===== src/common/rv64_pkg.sv =====
package rv64_pkg;

  localparam int xlen       = 64;
  localparam int ilen       = 32;
  localparam int reg_addr_w = 5;

  // number of decoder control bits carried by the decode/execute register
  localparam int ctrl_w = 42;

  // ####################################################################
  // instruction word, one view per base format
  // ####################################################################

  typedef union packed {
    struct packed {
      logic [6:0] funct7;
      logic [4:0] rs2;
      logic [4:0] rs1;
      logic [2:0] funct3;
      logic [4:0] rd;
      logic [6:0] opcode;
    } r;
    struct packed {
      logic [11:0] imm_11_0;
      logic [4:0]  rs1;
      logic [2:0]  funct3;
      logic [4:0]  rd;
      logic [6:0]  opcode;
    } i;
    struct packed {
      logic [6:0] imm_11_5;
      logic [4:0] rs2;
      logic [4:0] rs1;
      logic [2:0] funct3;
      logic [4:0] imm_4_0;
      logic [6:0] opcode;
    } s;
    struct packed {
      logic       imm_12;
      logic [5:0] imm_10_5;
      logic [4:0] rs2;
      logic [4:0] rs1;
      logic [2:0] funct3;
      logic [3:0] imm_4_1;
      logic       imm_11;
      logic [6:0] opcode;
    } b;
    struct packed {
      logic [19:0] imm_31_12;
      logic [4:0]  rd;
      logic [6:0]  opcode;
    } u;
    struct packed {
      logic       imm_20;
      logic [9:0] imm_10_1;
      logic       imm_11;
      logic [7:0] imm_19_12;
      logic [4:0] rd;
      logic [6:0] opcode;
    } j;
  } inst_t;

  // opcode bits 6..2, the low pair is 2'b11 for every 32-bit encoding
  localparam logic [4:0] op_load   = 5'b00000;
  localparam logic [4:0] op_store  = 5'b01000;
  localparam logic [4:0] op_imm    = 5'b00100;
  localparam logic [4:0] op_imm_w  = 5'b00110;
  localparam logic [4:0] op_reg    = 5'b01100;
  localparam logic [4:0] op_reg_w  = 5'b01110;
  localparam logic [4:0] op_lui    = 5'b01101;
  localparam logic [4:0] op_auipc  = 5'b00101;
  localparam logic [4:0] op_jal    = 5'b11011;
  localparam logic [4:0] op_jalr   = 5'b11001;
  localparam logic [4:0] op_branch = 5'b11000;
  localparam logic [4:0] op_system = 5'b11100;

endpackage


===== src/design/imm_gen.sv =====
`timescale 1ns/100ps

module imm_gen (
  input  rv64_pkg::inst_t           inst,
  input  logic                      I_type,
  input  logic                      S_type,
  input  logic                      B_type,
  input  logic                      U_type,
  input  logic                      J_type,
  output logic [rv64_pkg::xlen-1:0] imm
);

  // the sign bit always sits in instruction bit 31, whatever the format
  always_comb begin
    if (I_type) begin
      imm = {{(rv64_pkg::xlen - 12){inst.i.imm_11_0[11]}}, inst.i.imm_11_0};
    end else if (S_type) begin
      imm = {{(rv64_pkg::xlen - 12){inst.s.imm_11_5[6]}}, inst.s.imm_11_5, inst.s.imm_4_0};
    end else if (B_type) begin
      imm = {{(rv64_pkg::xlen - 13){inst.b.imm_12}}, inst.b.imm_12, inst.b.imm_11,
             inst.b.imm_10_5, inst.b.imm_4_1, 1'b0};
    end else if (U_type) begin
      // lui and auipc values are 32 bit and then widened
      imm = {{(rv64_pkg::xlen - rv64_pkg::ilen){inst.u.imm_31_12[19]}},
             inst.u.imm_31_12, 12'd0};
    end else if (J_type) begin
      imm = {{(rv64_pkg::xlen - 21){inst.j.imm_20}}, inst.j.imm_20, inst.j.imm_19_12,
             inst.j.imm_11, inst.j.imm_10_1, 1'b0};
    end else begin
      imm = '0;  // R type and system carry no immediate
    end
  end

endmodule


===== config.mk =====
export PLATFORM = sky130hd
export DESIGN_NAME = imm_gen
export DESIGN_NICKNAME = d
export VERILOG_FILES = /design/src/common/rv64_pkg.sv /design/src/design/imm_gen.sv
export SDC_FILE = /design/constraint.sdc
export NUM_CORES = 1
export LEC_CHECK = 0
export ABC_AREA = 0
export BUFFER_PORTS_ARGS = -buffer_cell sky130_fd_sc_hd__buf_2
export CORE_AREA = 5 5 52 54
export DETAILED_ROUTE_END_ITERATION = 7
export DIE_AREA = 0 0 57 59
export PLACE_DENSITY = 0.81
export SLEW_MARGIN = 20
export SYNTH_ARGS = -nofsm -noshare
export SYNTH_HDL_FRONTEND = slang
export SYNTH_SLANG_ARGS = --single-unit

===== constraint.sdc =====
create_clock -name vclk -period 1.8
set_clock_uncertainty 0.05 [all_clocks]
set_input_delay 0.09 -clock vclk [all_inputs]
set_output_delay 0.09 -clock vclk [all_outputs]
set_load 0.05 [all_outputs]

==> out/qor.yml <==
floorplan:
  initial_utilization_pct: 27.8
  fp.dieW_um: 57
  core_mm2: 0.00217
  die_y_um: 59
  num_io_pins: 101
  row_count: 17
  dieArea_mm2: 0.00336
worst_setup_path:
  cp_max_fo: 33
  crit_family: "compound AO/OA/AOI/OAI gates"
  cp_slowest_cell: "o31a_1"
  critPathCaptureType: "output pin"
  critPathArrivalTime_ns: 1.46
  worstSetupPathType: "input port to output pin"
  cp-start-kind: "input port"
  path_cells: "buf_2 > or3_4 > o31a_1 > buf_2"
  cp.required_ns: 1.66
  crit_buf_inv: 2
  max_stage_delay_ns: 0.49
  cp_common_cell: "buf_2"
detailed_routing:
  drt_iter0_drc: 32
  drtAntennaViolNets: 0
  drc_errors: 0
  dr.pass1.iters: 4
  wirelength_um: 2000
  wl_per_cell_um: 10.7
  via_per_inst: 4.16
  num_vias: 777
synthesis:
  syn-num-nets: 135
  ys_seq_area_share_pct: 0
  netlist_area_um2: 603
  avgSynthCellArea_um2: 6.15
  ys_types: 18
  yosys_warnings: 0
  synthCells: 98
clock_tree:
  cts_resized: 0
  post_cts_buffers: 0
  hold_buffers: 0
timing:
  finalSetupViolations: 0
  slew_viol_final: 0
  worstMarginPinSlew_ns: 0.741
  hold_viol_final: 0
  slew_headroom_pct: 50.6
  period_minus_slack_ns: 1.60
  fin_crit_sh_pct: 88.7
  fin_tns_setup_ns: 0
  max_clock_freq_ghz: 0.626
  rsz0062_at_grt: "false"
place:
  gp_congestion: 0.708
  dp.cells: 187
  numPortBuffers: 94
  hpwl_um: 1770
global_route:
  grt_pass1_wl_um: 2950
  globalRoute.totalOverflow: 0
  antenna_found_initial: 0
  grt_pass1_vias: 690
  track_usage_pct: 10.2
  grt_max_degree: 34
layout:
  areaGrowthSynthToFinish_pct: 44.0
  seq_cells: 0
  nClkBuffers: 0
  drive_gt1_share_pct: 61.6
  nets: 198
  n_antenna_cell: 0
  instances_no_fill: 187
  seqCellArea_um2: 0
hold_path:
  hold_start: "inst[28]"
  whs_path_depth: 4
  min_to: "imm[28]"
  hold_path.class: "input port to output pin"
power:
  power_density_mw_per_mm2: 639
  vdd_ir_drop_max_uv: 355
  leakagePower_uw: 0.000586
run:
  max-cap-violations: 0
status:
  status: "finished, final reports clean"
-- metrics by stage --
stage                     hold WS (ns)  instance area (um2)  worst slack, ns  power (uW)  util, %
after floorplan                  0.408                  603           0.0827         480        -
after global placement           0.519                  868            0.212         555     40.0
after detailed placement         0.518                  868            0.166         559     40.0
after CTS                        0.518                  868            0.164         559     40.0
after global routing             0.530                  868           0.0161         583     40.0
final                            0.517                  868            0.204         555     40.0
-- worst min-delay path, stage by stage --
cell and delay (ns):
buf_2 0.10, nand2_1 0.05, nand2_1 0.04, buf_2 0.20
-- Yosys cell counts, drive strengths merged --
cell type   n  area [um2]
o31a        1        8.76
mux2i       4        40.0
a21oi       1        5.00
a21o        8        60.1
o21bai      1        7.51
nand2      24        90.1
a22oi       1        7.51
o21ai       2        10.0
and2        7        43.8
buf        35         255
or2         1        6.26
nor2b       2        12.5
nor2        9        36.3
or3         1        11.3
nor4b       1        8.76
-- power by group --
group,internal (uW),leakage [uW],switching (uW),total (uW)
Clock,0,0,0,0
Combinational,119,0.000586,436,555
Sequential,0,0,0,0
Total,119,0.000586,436,555
-- cells by family after synthesis --
logic type      after synthesis  synth area share, %
buf+inv                      35                 42.3
simple gates                 45                 34.6
mux                           4                 6.64
compound gates               14                 16.4
-- routing by layer --
| metal | global-route usage [%] | share of wire [%] | vias up |
|---|---|---|---|
| li1 | - | - | 404 |
| met1 | 13.5 | 38 | 319 |
| met2 | 17.0 | 46 | 54 |
| met3 | 3.49 | 16 | 0 |
| met4 | 0 | 0 | 0 |
| met5 | 0 | 0 | - |
-- worst max-delay path by stage --
| stage | start | endpoint | slack (ns) | cells past startpoint |
|---|---|---|---|---|
| after CTS | B_type | imm[41] | 0.16 | 4 |
| final | B_type | imm[45] | 0.20 | 4 |
| after global placement | B_type | imm[31] | 0.21 | 4 |
| after global routing | I_type | imm[36] | 0.02 | 4 |
| after detailed placement | B_type | imm[60] | 0.17 | 4 |
| after floorplan | B_type | imm[32] | 0.08 | 3 |
-- placed cells by master, fill, tap and decap left out --
cell,instances
o21ai_0,1
o31a_1,1
buf_4,2
nor4b_1,1
a21oi_1,1
o21bai_1,1
and2_1,7
nor2b_1,2
nor2_2,1
nor2_1,8
buf_2,94
a22oi_1,1
o21ai_1,1
nand2_1,24
a21o_1,8
or2_1,1
or3_4,1
mux2i_1,4
-- area by class of cell --
type | instances | area, um2
timing repair buffer | 96 | 485
multi-input combinational | 63 | 348
tap | 28 | 35.0
fill | 251 | 1300
No activity file was read; power rests on OpenSTA's default activity.
