File: config.mk
export PLATFORM = sky130hd
export DESIGN_NAME = reg_file
export DESIGN_NICKNAME = d
export VERILOG_FILES = /design/src/common/rv64_pkg.sv /design/src/design/reg_file.sv
export SDC_FILE = /design/constraint.sdc
export NUM_CORES = 2
export LEC_CHECK = 0
export BUFFER_PORTS_ARGS = -buffer_cell sky130_fd_sc_hd__buf_2
export CORE_ASPECT_RATIO = 0.7
export CORE_MARGIN = 5
export CORE_UTILIZATION = 30
export CTS_BUF_LIST = sky130_fd_sc_hd__clkbuf_4 sky130_fd_sc_hd__clkbuf_8 sky130_fd_sc_hd__clkbuf_16
export CTS_CLUSTER_SIZE = 20
export DETAILED_ROUTE_END_ITERATION = 8
export MAX_ROUTING_LAYER = met4
export SETUP_SLACK_MARGIN = 0.3
export SLEW_MARGIN = 10
export SYNTH_ARGS = -nofsm -noshare
export SYNTH_HDL_FRONTEND = slang
export SYNTH_SLANG_ARGS = --single-unit
File: constraint.sdc
create_clock -name clk -period 7 [get_ports clk]
set_clock_uncertainty 0.1 [all_clocks]
set_input_delay 0.7 -clock clk [delete_from_list [all_inputs] [get_ports clk]]
set_output_delay 0.7 -clock clk [all_outputs]
set_load 0.05 [all_outputs]
File: src/common/rv64_pkg.sv
package rv64_pkg;

  localparam int xlen       = 64;
  localparam int ilen       = 32;
  localparam int reg_addr_w = 5;

  // number of decoder control bits carried by the decode/execute register
  localparam int ctrl_w = 42;

  // ####################################################################
  // instruction word, one view per base format
  // ####################################################################

  typedef union packed {
    struct packed {
      logic [6:0] funct7;
      logic [4:0] rs2;
      logic [4:0] rs1;
      logic [2:0] funct3;
      logic [4:0] rd;
      logic [6:0] opcode;
    } r;
    struct packed {
      logic [11:0] imm_11_0;
      logic [4:0]  rs1;
      logic [2:0]  funct3;
      logic [4:0]  rd;
      logic [6:0]  opcode;
    } i;
    struct packed {
      logic [6:0] imm_11_5;
      logic [4:0] rs2;
      logic [4:0] rs1;
      logic [2:0] funct3;
      logic [4:0] imm_4_0;
      logic [6:0] opcode;
    } s;
    struct packed {
      logic       imm_12;
      logic [5:0] imm_10_5;
      logic [4:0] rs2;
      logic [4:0] rs1;
      logic [2:0] funct3;
      logic [3:0] imm_4_1;
      logic       imm_11;
      logic [6:0] opcode;
    } b;
    struct packed {
      logic [19:0] imm_31_12;
      logic [4:0]  rd;
      logic [6:0]  opcode;
    } u;
    struct packed {
      logic       imm_20;
      logic [9:0] imm_10_1;
      logic       imm_11;
      logic [7:0] imm_19_12;
      logic [4:0] rd;
      logic [6:0] opcode;
    } j;
  } inst_t;

  // opcode bits 6..2, the low pair is 2'b11 for every 32-bit encoding
  localparam logic [4:0] op_load   = 5'b00000;
  localparam logic [4:0] op_store  = 5'b01000;
  localparam logic [4:0] op_imm    = 5'b00100;
  localparam logic [4:0] op_imm_w  = 5'b00110;
  localparam logic [4:0] op_reg    = 5'b01100;
  localparam logic [4:0] op_reg_w  = 5'b01110;
  localparam logic [4:0] op_lui    = 5'b01101;
  localparam logic [4:0] op_auipc  = 5'b00101;
  localparam logic [4:0] op_jal    = 5'b11011;
  localparam logic [4:0] op_jalr   = 5'b11001;
  localparam logic [4:0] op_branch = 5'b11000;
  localparam logic [4:0] op_system = 5'b11100;

endpackage

File: src/design/reg_file.sv
`timescale 1ns/100ps

module reg_file (
  input  logic                            clk,
  input  logic                            rst,
  input  logic [rv64_pkg::reg_addr_w-1:0] rs1_addr,
  input  logic [rv64_pkg::reg_addr_w-1:0] rs2_addr,
  output logic [rv64_pkg::xlen-1:0]       rs1_data,
  output logic [rv64_pkg::xlen-1:0]       rs2_data,
  input  logic                            wr_en,
  input  logic [rv64_pkg::reg_addr_w-1:0] wr_addr,
  input  logic [rv64_pkg::xlen-1:0]       wr_data
);

  logic [rv64_pkg::xlen-1:0] regs [1:31];  // x0 has no storage

  always_ff @(posedge clk) begin
    if (rst) begin
      for (int k = 1; k < 32; k++)
        regs[k] <= '0;
    end else if (wr_en && (wr_addr != '0)) begin
      regs[wr_addr] <= wr_data;
    end
  end

  // read with x0 forced to zero and the incoming write forwarded
  function automatic logic [rv64_pkg::xlen-1:0] read_port(
    input logic [rv64_pkg::reg_addr_w-1:0] addr
  );
    if (addr == '0)
      return '0;
    if (wr_en && (addr == wr_addr))
      return wr_data;
    return regs[addr];
  endfunction

  always_comb begin
    rs1_data = read_port(rs1_addr);
    rs2_data = read_port(rs2_addr);
  end

endmodule

==> flow_summary.toml <==
[outcome]
outcome = "finished, final reports clean"

[cells_and_area]
fill_cells = 34200
regArea_sq_um = 61500
drive_gt1_frac = 0.261
final_util = 0.336
largest_reg_flops = 2048
area_growth_pct = 11.7
multi_input_area_sq_um = 43800
final_area_sq_um = 121000
regMostFlops = "regs"
top_regs = "regs (2048)"
nNetsFinal = 6913

[critical_path]
start_kind = "input pin"
cp_data_arrival_time_ns = 4.34
cpMostUsedCell = "buf_4"
crit_fanout = 37
critPathMaxStageDelay_ns = 0.64
worstPathCellList = "buf_8, buf_4, buf_4, mux4_2, mux2_2, o2111ai_1, o221ai_1, buf_2"
cp_slowest_cell = "buf_4"
worst_setup_path_end_kind = "output port"
cp_num_buf_inv = 4
crit_family = "buffers and inverters"
critical_path_class = "in -> out"
worstPathRequired_ns = 6.20

[floorplan]
rows = 184
die_h_microns = 512
design.die.area_sq_um = 372000
io_pins = 210
core_area_sq_um = 359000
initial_core_util = 0.301
dieWidth_microns = 727

[timing]
max_freq_ghz = 0.194
fin_tns_setup_ns = 0
final_max_slew_viol_count = 0
whs_ns = 0.196
worstMarginPinSlew_ns = 1.28
hold_viol_final = 0
slew_headroom = 0.147
setup_violations = 0
rsz0062_at_grt = "false"
finalCritPeriodShare = 0.735
period_minus_slack_ns = 5.14

[global_route]
grt_pass1_wl_mm = 590
grt_max_degree = 127
overflow = 0
grt_pass1_vias = 69000
antenna_found_initial = 104
track_usage = 0.234

[cts]
cts_buffers = 193
path_clk_slew_ns = 0.07
cts.sinks = 2048
htree_num_levels = 4
clk_path_buf_depth = 4
cts_root_buffer = "clkbuf_16"
postCtsHoldBufs = 0
cts_resized = 0
cts_setup_buffers = 0
cts_tree = "built"

[worst_hold_path]
hold_path_class = "in -> reg"
holdPathEnd = "regs[0][52]$_DFFE_PP_"
min_path_cells = 1
min_from = "wr_data[52]"

[pwr]
p_per_area_nw_per_um2 = 243
p_sw_frac = 0.273
vdd_drop_max_mv = 0.193
combPwrFrac = 0.144
p_switching_mw = 8.00
clkPwrFrac = 0.361
p_leak_nw = 40.4
pwr-share-seq = 0.495
p_int_mw = 21.3

[route]
wl_mm = 437
drtIter0Drc = 14900
vias_per_cell = 6.12
ant_nets = 0
vias = 72000
drt-pass1-iter-count = 7
drc = 0
wl_per_cell_microns = 37.2

[place]
port_buffers = 209
hpwl_mm = 250
place.gp.congestion = 0.879
placed_area_sq_um = 114000

[logic_synthesis]
async_flop_share = 0
synth_seq_cells = 2048
synth_area_sq_um = 108000
netlist_instances = 6944
yosysWarnings = 0
synth_edf_count = 2048
synth-seq-area-share = 0.570
synthFlopType = "edfxtp_1"
syn_area_per_cell_sq_um = 15.5
ys_types = 52

[run]
drv_cap = 0
[how the worst max path moves through the flow]
stage / start / endpoint / slack (ns) / cells after the start
after floorplan: rs2_addr[1] / rs2_data[14] / 3.26 / 9
after global placement: rs2_addr[0] / rs2_data[57] / 1.79 / 8
after detailed placement: rs2_addr[0] / rs2_data[57] / 1.80 / 8
after CTS: rs2_addr[0] / rs2_data[57] / 1.79 / 8
after global routing: rs2_addr[0] / rs2_data[57] / 1.68 / 8
final: rs2_addr[0] / rs2_data[57] / 1.86 / 8
[per-stage QoR]
step	power [mW]	instances	setup slack, ns
3_3_place_gp	18.8	11400	1.79
6_report	29.3	11800	1.86
4_1_cts	29.2	11700	1.79
5_1_grt	29.9	11700	1.68
3_5_place_dp	18.9	11400	1.80
2_1_floorplan	17.2	7007	3.26
[area by class of cell]
cell class | instances | share of cell area
inverter | 3 | 0.000135
sequential | 2048 | 0.510
clock inverter | 89 | 0.00552
timing repair buffer | 416 | 0.0266
clock buffer | 240 | 0.0436
multi-input combinational | 4169 | 0.364
tap | 4743 | 0.0492
antenna | 56 | 0.00116
[kinds of logic (layout without fill, tap and decap cells)]
family | Yosys count | in the layout | synth area share
DFF | 2048 | 2048 | 0.570
xor gates and xnor gates | 10 | 10 | 0.000812
muxes | 1207 | 1207 | 0.230
buffers and inverters | 790 | 748 | 0.0305
AOI/OAI and AO/OA | 585 | 585 | 0.0390
other | 1 | 120 | 0.0000348
and+or+nand+nor | 2303 | 2303 | 0.130
[cell usage in the layout (no fill, tap or decap), types with 79 or more instances in the layout]
master / instances
and2_1: 1985
o22ai_1: 214
mux2i_1: 183
a22oi_1: 106
buf_4: 165
edfxtp_1: 2048
clkbuf_16: 197
buf_2: 201
a22o_1: 116
mux4_2: 1015
nand2_1: 79
[synth_stat cells (4+ instances only)]
master,instances,area (sq um)
edfxtp_1,2048,61500
and2_1,1987,12400
mux4_2,1015,22900
clkbuf_1,572,2150
o22ai_1,214,1340
mux2i_1,183,1830
buf_2,128,641
a22o_1,116,1020
a22oi_1,106,796
nand2_1,85,319
a211oi_1,54,405
buf_1,48,180
nand3_1,48,240
nor2_1,45,169
a21oi_1,40,200
nor4_1,36,225
buf_4,33,248
nor3_1,33,165
or2_2,31,194
nand2b_1,15,93.8
o221ai_1,13,114
mux2_2,9,101
o2111ai_1,9,78.8
o211a_1,7,70.1
o21ai_0,7,35.0
buf_6,6,67.6
nand3b_1,6,45.0
xnor2_1,6,52.6
a32oi_1,5,43.8
nor2b_1,4,25.0
xor2_1,4,35.0
[power groups by stage]
stage | clock network (mW) | registers, mW | logic, mW
after global placement | 0 | 14.7 | 4.15
after CTS | 10.6 | 14.5 | 4.17
final | 10.6 | 14.5 | 4.21
after floorplan | 0 | 14.6 | 2.63
after detailed placement | 0 | 14.7 | 4.16
after global routing | 11.1 | 14.6 | 4.31
[routing by layer]
metal	vias to the layer above	global-route usage	wire length (microns)
li1	26800	-	-
met1	37400	0.318	161000
met2	6762	0.326	187000
met3	1089	0.0722	69800
met4	0	0.0893	19300
met5	-	-	0
No activity file was read; power rests on OpenSTA's default activity.
