File: src/common/rv64_pkg.sv
package rv64_pkg;

  localparam int xlen       = 64;
  localparam int ilen       = 32;
  localparam int reg_addr_w = 5;

  // number of decoder control bits carried by the decode/execute register
  localparam int ctrl_w = 42;

  // ####################################################################
  // instruction word, one view per base format
  // ####################################################################

  typedef union packed {
    struct packed {
      logic [6:0] funct7;
      logic [4:0] rs2;
      logic [4:0] rs1;
      logic [2:0] funct3;
      logic [4:0] rd;
      logic [6:0] opcode;
    } r;
    struct packed {
      logic [11:0] imm_11_0;
      logic [4:0]  rs1;
      logic [2:0]  funct3;
      logic [4:0]  rd;
      logic [6:0]  opcode;
    } i;
    struct packed {
      logic [6:0] imm_11_5;
      logic [4:0] rs2;
      logic [4:0] rs1;
      logic [2:0] funct3;
      logic [4:0] imm_4_0;
      logic [6:0] opcode;
    } s;
    struct packed {
      logic       imm_12;
      logic [5:0] imm_10_5;
      logic [4:0] rs2;
      logic [4:0] rs1;
      logic [2:0] funct3;
      logic [3:0] imm_4_1;
      logic       imm_11;
      logic [6:0] opcode;
    } b;
    struct packed {
      logic [19:0] imm_31_12;
      logic [4:0]  rd;
      logic [6:0]  opcode;
    } u;
    struct packed {
      logic       imm_20;
      logic [9:0] imm_10_1;
      logic       imm_11;
      logic [7:0] imm_19_12;
      logic [4:0] rd;
      logic [6:0] opcode;
    } j;
  } inst_t;

  // opcode bits 6..2, the low pair is 2'b11 for every 32-bit encoding
  localparam logic [4:0] op_load   = 5'b00000;
  localparam logic [4:0] op_store  = 5'b01000;
  localparam logic [4:0] op_imm    = 5'b00100;
  localparam logic [4:0] op_imm_w  = 5'b00110;
  localparam logic [4:0] op_reg    = 5'b01100;
  localparam logic [4:0] op_reg_w  = 5'b01110;
  localparam logic [4:0] op_lui    = 5'b01101;
  localparam logic [4:0] op_auipc  = 5'b00101;
  localparam logic [4:0] op_jal    = 5'b11011;
  localparam logic [4:0] op_jalr   = 5'b11001;
  localparam logic [4:0] op_branch = 5'b11000;
  localparam logic [4:0] op_system = 5'b11100;

endpackage

File: src/decoder/inst_decoder.sv
`timescale 1ns/100ps

module inst_decoder (
  input  rv64_pkg::inst_t inst,

  output logic       wb_en,
  output logic       wb_load,
  output logic       wb_pc,
  output logic       wb_alu,

  output logic       I_type,
  output logic       S_type,
  output logic       B_type,
  output logic       U_type,
  output logic       J_type,

  output logic       rs1_en,
  output logic       rs2_en,
  output logic       pc_en,
  output logic       imm_en,

  output logic       lgc_en,
  output logic [3:0] lgc_op,
  output logic       wlgc_en,
  output logic [4:0] wlgc_op,
  output logic       br_en,
  output logic [2:0] br_op,

  output logic       jal_en,
  output logic       jalr_en,

  output logic       lb,
  output logic       lh,
  output logic       lw,
  output logic       ld,
  output logic       lbu,
  output logic       lhu,
  output logic       lwu,
  output logic       sb,
  output logic       sh,
  output logic       sw,
  output logic       sd,

  output logic       ebreak
);

  logic [4:0] opcode;
  logic [2:0] funct3;
  logic       alt;
  logic       lui_g, auipc_g, load_g, store_g;
  logic       imm_op, imm_sh, reg_op, immw_op, immw_sh, regw_op, r_type;

  assign opcode = inst.r.opcode[6:2];
  assign funct3 = inst.r.funct3;
  assign alt    = inst.r.funct7[5];  // instruction bit 30 picks sub and sra

  // ####################################################################
  // instruction groups
  // ####################################################################

  assign lui_g   = (opcode == rv64_pkg::op_lui);
  assign auipc_g = (opcode == rv64_pkg::op_auipc);
  assign load_g  = (opcode == rv64_pkg::op_load);
  assign store_g = (opcode == rv64_pkg::op_store);
  assign jal_en  = (opcode == rv64_pkg::op_jal);
  assign jalr_en = (opcode == rv64_pkg::op_jalr);
  assign br_en   = (opcode == rv64_pkg::op_branch);

  // funct3 x01 marks the shifts, which take bit 30 from the immediate field
  assign imm_op  = (opcode == rv64_pkg::op_imm) && (funct3[1:0] != 2'b01);
  assign imm_sh  = (opcode == rv64_pkg::op_imm) && (funct3[1:0] == 2'b01);
  assign immw_op = (opcode == rv64_pkg::op_imm_w) && (funct3[1:0] != 2'b01);
  assign immw_sh = (opcode == rv64_pkg::op_imm_w) && (funct3[1:0] == 2'b01);
  assign reg_op  = (opcode == rv64_pkg::op_reg);
  assign regw_op = (opcode == rv64_pkg::op_reg_w);

  assign ebreak = (opcode == rv64_pkg::op_system) && (inst.r.funct7 == 7'd0) &&
                  (inst.r.rs2 == 5'd1);

  // format flags and operand enables
  assign I_type = jalr_en | load_g | imm_op | imm_sh | immw_op | immw_sh;
  assign S_type = store_g;
  assign B_type = br_en;
  assign U_type = lui_g | auipc_g;
  assign J_type = jal_en;
  assign r_type = reg_op | regw_op;

  assign rs1_en = I_type | S_type | B_type | r_type;
  assign rs2_en = S_type | B_type | r_type;
  assign pc_en  = auipc_g | jal_en;
  assign imm_en = I_type | S_type | U_type | J_type;

  // ####################################################################
  // ALU op codes
  // ####################################################################

  assign lgc_en  = imm_op | imm_sh | reg_op | lui_g | auipc_g | jal_en | jalr_en |
                   load_g | store_g;
  assign wlgc_en = immw_op | immw_sh | regw_op;
  assign br_op   = funct3;

  always_comb begin
    lgc_op = 4'b0000;  // plain add for auipc, jumps and address calculation
    if (lui_g)
      lgc_op = 4'b1111;
    else if (reg_op || imm_sh)
      lgc_op = {alt, funct3};
    else if (imm_op)
      lgc_op = {1'b0, funct3};
  end

  always_comb begin
    wlgc_op = 5'b00000;
    if (immw_op)
      wlgc_op = {2'b10, funct3};
    else if (immw_sh || regw_op)
      wlgc_op = {1'b1, alt, funct3};
  end

  // load and store widths, funct3 bit 2 is the unsigned load variant
  assign lb  = load_g && (funct3 == 3'b000);
  assign lh  = load_g && (funct3 == 3'b001);
  assign lw  = load_g && (funct3 == 3'b010);
  assign ld  = load_g && (funct3 == 3'b011);
  assign lbu = load_g && (funct3 == 3'b100);
  assign lhu = load_g && (funct3 == 3'b101);
  assign lwu = load_g && (funct3 == 3'b110);
  assign sb  = store_g && (funct3 == 3'b000);
  assign sh  = store_g && (funct3 == 3'b001);
  assign sw  = store_g && (funct3 == 3'b010);
  assign sd  = store_g && (funct3 == 3'b011);

  // write-back source selects
  assign wb_load = load_g;
  assign wb_pc   = jal_en | jalr_en;
  assign wb_alu  = lui_g | auipc_g | imm_op | imm_sh | reg_op | immw_op | immw_sh | regw_op;
  assign wb_en   = wb_load | wb_pc | wb_alu;

endmodule

File: config.mk
export PLATFORM = sky130hd
export DESIGN_NAME = inst_decoder
export DESIGN_NICKNAME = d
export VERILOG_FILES = /design/src/common/rv64_pkg.sv /design/src/decoder/inst_decoder.sv
export SDC_FILE = /design/constraint.sdc
export NUM_CORES = 1
export LEC_CHECK = 0
export BUFFER_PORTS_ARGS = -buffer_cell sky130_fd_sc_hd__buf_2
export CAP_MARGIN = 40
export CORE_UTILIZATION = 35
export DETAILED_ROUTE_END_ITERATION = 6
export GPL_ROUTABILITY_DRIVEN = 0
export PLACE_DENSITY = 0.9
export REMOVE_ABC_BUFFERS = 1
export SETUP_SLACK_MARGIN = 0.2
export SYNTH_ARGS = -nofsm -noshare
export SYNTH_HDL_FRONTEND = slang
export SYNTH_SLANG_ARGS = --single-unit
File: constraint.sdc
create_clock -name vclk -period 2.8
set_input_delay 0.14 -clock vclk [all_inputs]
set_output_delay 0.14 -clock vclk [all_outputs]
set_load 0.01 [all_outputs]
==> results of run 1 <==
==> synthesized netlist by cell type (3+ instances only) <==
cell type	number	share of area
buf_4	6	0.083
nand2_1	5	0.035
nor4_1	4	0.046
and2_1	4	0.046
inv_1	6	0.041
nor2_1	12	0.083
nor3_1	4	0.037
a21oi_1	3	0.028
buf_2	4	0.037
==> worst max-delay path: cells and delay by family <==
kind                   cells  cell delay [ps]
and+or+nand+nor            3              890
buffers and inverters      2              330
==> logic make-up after synthesis <==
family / Yosys count
compound gates: 10
buf+inv: 20
mux: 1
simple gates: 54
==> power breakdown <==
group	leakage [nW]	switching [W]	internal [W]
Clock	0	0	0
Combinational	0.501	0.0000515	0.0000363
Sequential	0	0	0
==> layout by cell type, fill, tap and decap left out, drive strengths merged, types with 3 or more instances in the layout <==
cell type,n
nand2,5
a21oi,3
nor4,5
nor3,5
and2,4
nor2,12
buf,62
inv,7
==> through the flow <==
stage               area, um2  worst slack [ps]  total power [W]    util
floorplan               451.7              1626       0.00003837       -
global placement        780.7              1304       0.00008402  0.5714
detailed placement      780.7              1300       0.00008732  0.5714
CTS                     780.7              1295       0.00008752  0.5714
global route            780.7              1233       0.00009732  0.5714
finish                  780.7              1291       0.00008778  0.5714
==> per-layer routing <==
metal  track usage  routed length (um)  vias to the layer above
met5             0                   0                        -
met4       0.02419                   0                        0
met3       0.01596                 113                        0
met2        0.3320                 905                       39
met1        0.2344                 724                      356
li1              -                   -                      394
==> cell type report <==
cell class | count | area share
timing repair buffer | 62 | 0.3974
multi-input combinational | 65 | 0.5417
inverter | 7 | 0.03686
tap | 15 | 0.02404
==> how the worst max path moves through the flow <==
stage	slack [ps]	end	start	depth (start not counted)
detailed placement	1300	sb	inst[2]	5
CTS	1290	sb	inst[2]	5
global placement	1300	sb	inst[2]	5
floorplan	1630	sd	inst[2]	3
global route	1230	sw	inst[2]	5
finish	1290	sb	inst[2]	5
==> summary.txt, run 1 <==
Run status
  • Status: completed

Detailed routing
  • DRT antenna net count: 0
  • First DRT Iteration DRCs: 9
  • Drt first pass iters: 4
  • DRC: 0
  • WL final: 1.743 mm
  • WL per Instance: 11.70 um
  • Total number of vias: 789
  • Via-per-instance ratio: 5.295

Critical path
  • Critical Path RT: 2660 ps
  • Setup crit end kind: primary output
  • Setup CP Type: in2out
  • Crit-path cells: buf_2 > or2_1 > or4_4 > nor4_4 > buf_2
  • CP max FO: 13
  • CP arrival: 1370 ps
  • CP max stage cell: or4_4
  • CP most frequent cell: buf_2
  • Critical path startpoint category: primary input
  • CP max stage delay: 490 ps

Global route
  • Initial antenna violation count: 0
  • Total congestion overflow: 0
  • Vias in the first global route: 544
  • Largest net degree at the start of global routing: 15
  • First-pass GRT wire length: 2.228 mm
  • GRT Total Usage: 0.1820

Min path
  • Hold Path End: br_op[1]
  • WHS Path Cells: 2
  • Worst Min Path Start: inst[13]
  • Worst Hold Class: in2out

Cells and area
  • # fillers: 148
  • Antenna cell count: 0
  • Sequential cell count: 0
  • Post-Layout Cell Count: 149
  • Final nets: 168
  • CLK BUF: 0
  • Multi-input gate area in the final layout: 422.9 um2
  • Storage cell area: 0 um2
  • Layout cells sized above 1: 0.5299
  • Synthesis-to-layout area growth: 43.78%

Logic synthesis
  • Synth Area in Simple Gates: 0.6290
  • Synth cell types: 35
  • Synth Area in Compound Gates: 0.1290
  • Mapped Cells: 85
  • Synth Area in Adders: 0
  • Yosys warns: 0
  • Syn avg cell area: 6.388 um2
  • Mux cell area share after synthesis: 0.02074
  • Main combinational cell family by area after synthesis: simple AND/OR/NAND/NOR gates
  • Xor-xnor portion of the synthesized cell area: 0
  • Seq/Total Area, Yosys: 0
  • Mapped cell area: 543.0 um2

STA
  • Slew @ Worst Pin: 373.5 ps
  • Period utilization: 0.5388
  • Worst hold slack: 593.5 ps
  • Highest clock rate: 662.8 MHz
  • Post-route setup TNS: 0 ps
  • Final setup viols: 0
  • Tmin final: 1509 ps
  • Slew headroom: 0.7503
  • RSZ-0062 raised after global routing: no
  • Final max-slew violation count: 0
  • Fin. Hold Viols: 0

Floorplanning
  • Core Region: 0.001366 mm2
  • I/O pin count: 74
  • Die Y: 41.39 um
  • Initial Utilization: 0.3974
  • Die width: 41.39 um
  • Die area: 0.001713 mm2
  • Placement Rows: 13

Power and ir drop
  • Worst vdd ir: 0.06841 mV
  • Power per cell area: 112.4 mW/mm2
  • P_leak: 0.5008 nW

Place
  • Placed insts: 149
  • HPWL after DPL: 1.417 mm
  • Port bufs: 62

Clock network
  • Post-CTS sizing: 0
  • Post-CTS Repair Setup Buffers: 0
  • CTS Hold Bufs: 0

Flow run
  • Max-cap check violation count: 0
Power figures use the tool's default switching activity.
==> inputs of run 2 (changes only) <==
ABC_AREA = 1   (was default)
CORE_UTILIZATION = 33   (was 35)
PLACE_DENSITY = 0.86   (was 0.9)
clock period = 1.5 ns   (was 2.8 ns; I/O delays follow)
==> run 2 against run 1 <==
Against the previous run: setup slack lost 890 ps; global-route usage shrank 0.26 points; first-iteration DRC count grew 78%; via count grew 7.6%; synthesized cell count grew 22%; die area grew 5.1%; count of clock-buffer cells in the layout is the same; final area grew 4.5%; worst hold slack lost 210 ps; wire length shrank 0.29%; sequential share of layout area is the same; largest cell class unchanged; largest power group unchanged.
==> summary.txt, run 2 <==
Run status
  • Status: completed (unchanged)

STA
  • Slew @ Worst Pin: 253.0 ps (was 373.5 ps)
  • Highest clock rate: 912.7 MHz
  • Fin. Hold Viols: 0 (unchanged)
  • RSZ-0062 raised after global routing: no (unchanged)
  • Slew headroom: 0.8311 (was 0.7503)
  • Final setup viols: 0 (unchanged)
  • Fin worst setup slack: 404.4 ps (was 1291 ps)
  • Tmin final: 1096 ps
  • Final max-slew violation count: 0 (unchanged)
  • Post-route setup TNS: 0 ps (unchanged)
  • Period utilization: 0.7304

Critical path
  • Critical path origin: inst[6] (was inst[2])
  • CP max FO: 11 (was 13)
  • CP arrival: 1020 ps (was 1370 ps)
  • Critical path startpoint category: primary input (unchanged)
  • Setup CP Type: in2out (unchanged)
  • CP max stage delay: 260 ps (was 490 ps)
  • Kind of cell adding the most delay to the critical path: simple AND/OR/NAND/NOR gates (unchanged)
  • CP bufs+invs: 2 (unchanged)
  • Critical Path RT: 1420 ps (was 2660 ps)
  • Crit-path cells: buf_2 > nor2_1 > nand3_2 > nand2_1 > nor2_2 > nand2_1 > buf_2 (was buf_2 > or2_1 > or4_4 > nor4_4 > buf_2)
  • Setup crit end: imm_en (was sb)
  • CP Depth: 7 (was 5)
  • Setup crit end kind: primary output (unchanged)
  • CP max stage cell: nand3_2 (was or4_4)

Detailed routing
  • WL per Instance: 9.931 um (was 11.70 um)
  • Metal3 WL: 139 um (was 113 um)
  • Metal2 WL: 882 um (was 905 um)
  • Drt first pass iters: 4 (unchanged)
  • Total number of vias: 849 (was 789)
  • Via-per-instance ratio: 4.851 (was 5.295)
  • WL final: 1.738 mm (was 1.743 mm)
  • DRC: 0 (unchanged)
  • DRT antenna net count: 0 (unchanged)
  • M1 WL: 716 um (was 724 um)
  • Max Used Layer: met3 (unchanged)
  • First DRT Iteration DRCs: 16 (was 9)

Place
  • HPWL after DPL: 1.470 mm (was 1.417 mm)
  • Place WS: 395.5 ps (was 1300 ps)
  • Port bufs: 62 (unchanged)
  • Placed cell area: 815.8 um2 (was 780.7 um2)

Logic synthesis
  • Synth Area in Adders: 0 (unchanged)
  • Share of the synthesized area in the top cell type: 0.1392 (was 0.08295)
  • Mux cell area share after synthesis: 0 (was 0.02074)
  • Mapped cell area: 539.3 um2 (was 543.0 um2)
  • Synth cell count leaders: nor2_1, nand2_1, inv_1 (was nor2_1, buf_4, inv_1)
  • Yosys warns: 0 (unchanged)
  • Syn avg cell area: 5.185 um2 (was 6.388 um2)
  • Synth Area in Simple Gates: 0.7169 (was 0.6290)
  • Xor-xnor portion of the synthesized cell area: 0 (unchanged)
  • Count leader, synth: nor2_1 (unchanged)
  • Synth area leader: nor2_1 (was buf_4)
  • Synth cell types: 20 (was 35)
  • Synth top area cells: nor2_1, nand2_1, inv_1, nand3_1, buf_4 (was buf_4, nor2_1, and2_1, nor4_1, buf_6)
  • Seq/Total Area, Yosys: 0 (unchanged)
  • Synth Area in Compound Gates: 0.03712 (was 0.1290)
  • Mapped Cells: 104 (was 85)
  • Main combinational cell family by area after synthesis: simple AND/OR/NAND/NOR gates (unchanged)

Clock network
  • Post-CTS Repair Setup Buffers: 0 (unchanged)
  • CTS Hold Bufs: 0 (unchanged)
  • Post-CTS sizing: 0 (unchanged)

Floorplanning
  • Initial Utilization: 0.3539 (was 0.3974)
  • Die area: 0.001800 mm2 (was 0.001713 mm2)
  • Core Region: 0.001524 mm2 (was 0.001366 mm2)
  • Die Y: 42.43 um (was 41.39 um)
  • Die width: 42.43 um (was 41.39 um)
  • Placement Rows: 14 (was 13)
  • I/O pin count: 74 (unchanged)

Min path
  • Worst Hold Class: in2out (unchanged)

Global route
  • Total congestion overflow: 0 (unchanged)
  • Initial antenna violation count: 0 (unchanged)
  • First-pass GRT wire length: 2.691 mm (was 2.228 mm)
  • Largest net degree at the start of global routing: 12 (was 15)
  • GRT Total Usage: 0.1794 (was 0.1820)
  • Vias in the first global route: 653 (was 544)

Cells and area
  • Fin util: 0.5353 (was 0.5714)
  • Synthesis-to-layout area growth: 51.28% (was 43.78%)
  • Storage cell area: 0 um2 (unchanged)
  • Most frequent standard cell in the layout excluding fill and tap cells: buf_2 (unchanged)
  • CLK BUF: 0 (unchanged)
  • Final nets: 193 (was 168)
  • Sequential cell count: 0 (unchanged)
  • Commonest cells after routing, fill and taps aside: buf_2, nor2_1, nand2_1 (was buf_2, nor2_1, inv_1)
  • Antenna cell count: 0 (unchanged)
  • Layout cells sized above 1: 0.5094 (was 0.5299)
  • Final Cell Area: 815.8 um2 (was 780.7 um2)

Power and ir drop
  • P_leak: 0.6063 nW (was 0.5008 nW)
  • Worst vdd ir: 0.1011 mV (was 0.06841 mV)
  • Total Power: 0.0001682 W (was 0.00008778 W)
  • Power per cell area: 206.2 mW/mm2 (was 112.4 mW/mm2)

Flow run
  • Max-cap check violation count: 0 (unchanged)
==> run 2: cell count changes after synthesis, sizes merged, moves of 3 or more <==
cell	change
nand2	+15
inv	+14
nor2	+14
nand3	+12
buf	-5
nor4	-5
and2	-4
a21oi	-3
==> run 2: stage by stage <==
step / hold slack [ps] / cells
6_report: 383.5 / 175
5_1_grt: 389.8 / 175
4_1_cts: 381.6 / 175
3_5_place_dp: 381.3 / 175
3_3_place_gp: 379.8 / 175
2_1_floorplan: 150.0 / 97
==> run 2: where the power goes <==
group	internal, W	leakage, nW	total [W]	switching (W)
logic	0.0000635	0.606	0.000168	0.000105
clock network	0	0	0	0
registers	0	0	0	0
==> run 2: final cells by class <==
cell class         instances  area [um2]
repair buffers            62       310.3
inverters                 21       78.83
multi-input cells         76       406.6
well taps                 16       20.02
fillers                  165       708.2
==> run 2: how the worst min path moves through the flow <==
stage	from	end	slack (ps)	cells past startpoint
final	inst[12]	br_op[0]	380	2
after global routing	inst[12]	br_op[0]	390	2
after CTS	inst[12]	br_op[0]	380	2
after detailed placement	inst[12]	br_op[0]	380	2
after global placement	inst[12]	br_op[0]	380	2
after floorplan	inst[12]	br_op[0]	150	0
==> run 2: metal layers <==
layer | track usage | up-vias
li1 | - | 433
met1 | 0.2256 | 371
met2 | 0.3508 | 45
met3 | 0.008621 | 0
met4 | 0 | 0
met5 | 0 | -
==> run 2: logic make-up (layout without fill, tap and decap cells) <==
group	Yosys count	after routing
AOI/OAI and AO/OA	4	4
buffers and inverters	28	83
and+or+nand+nor	72	72
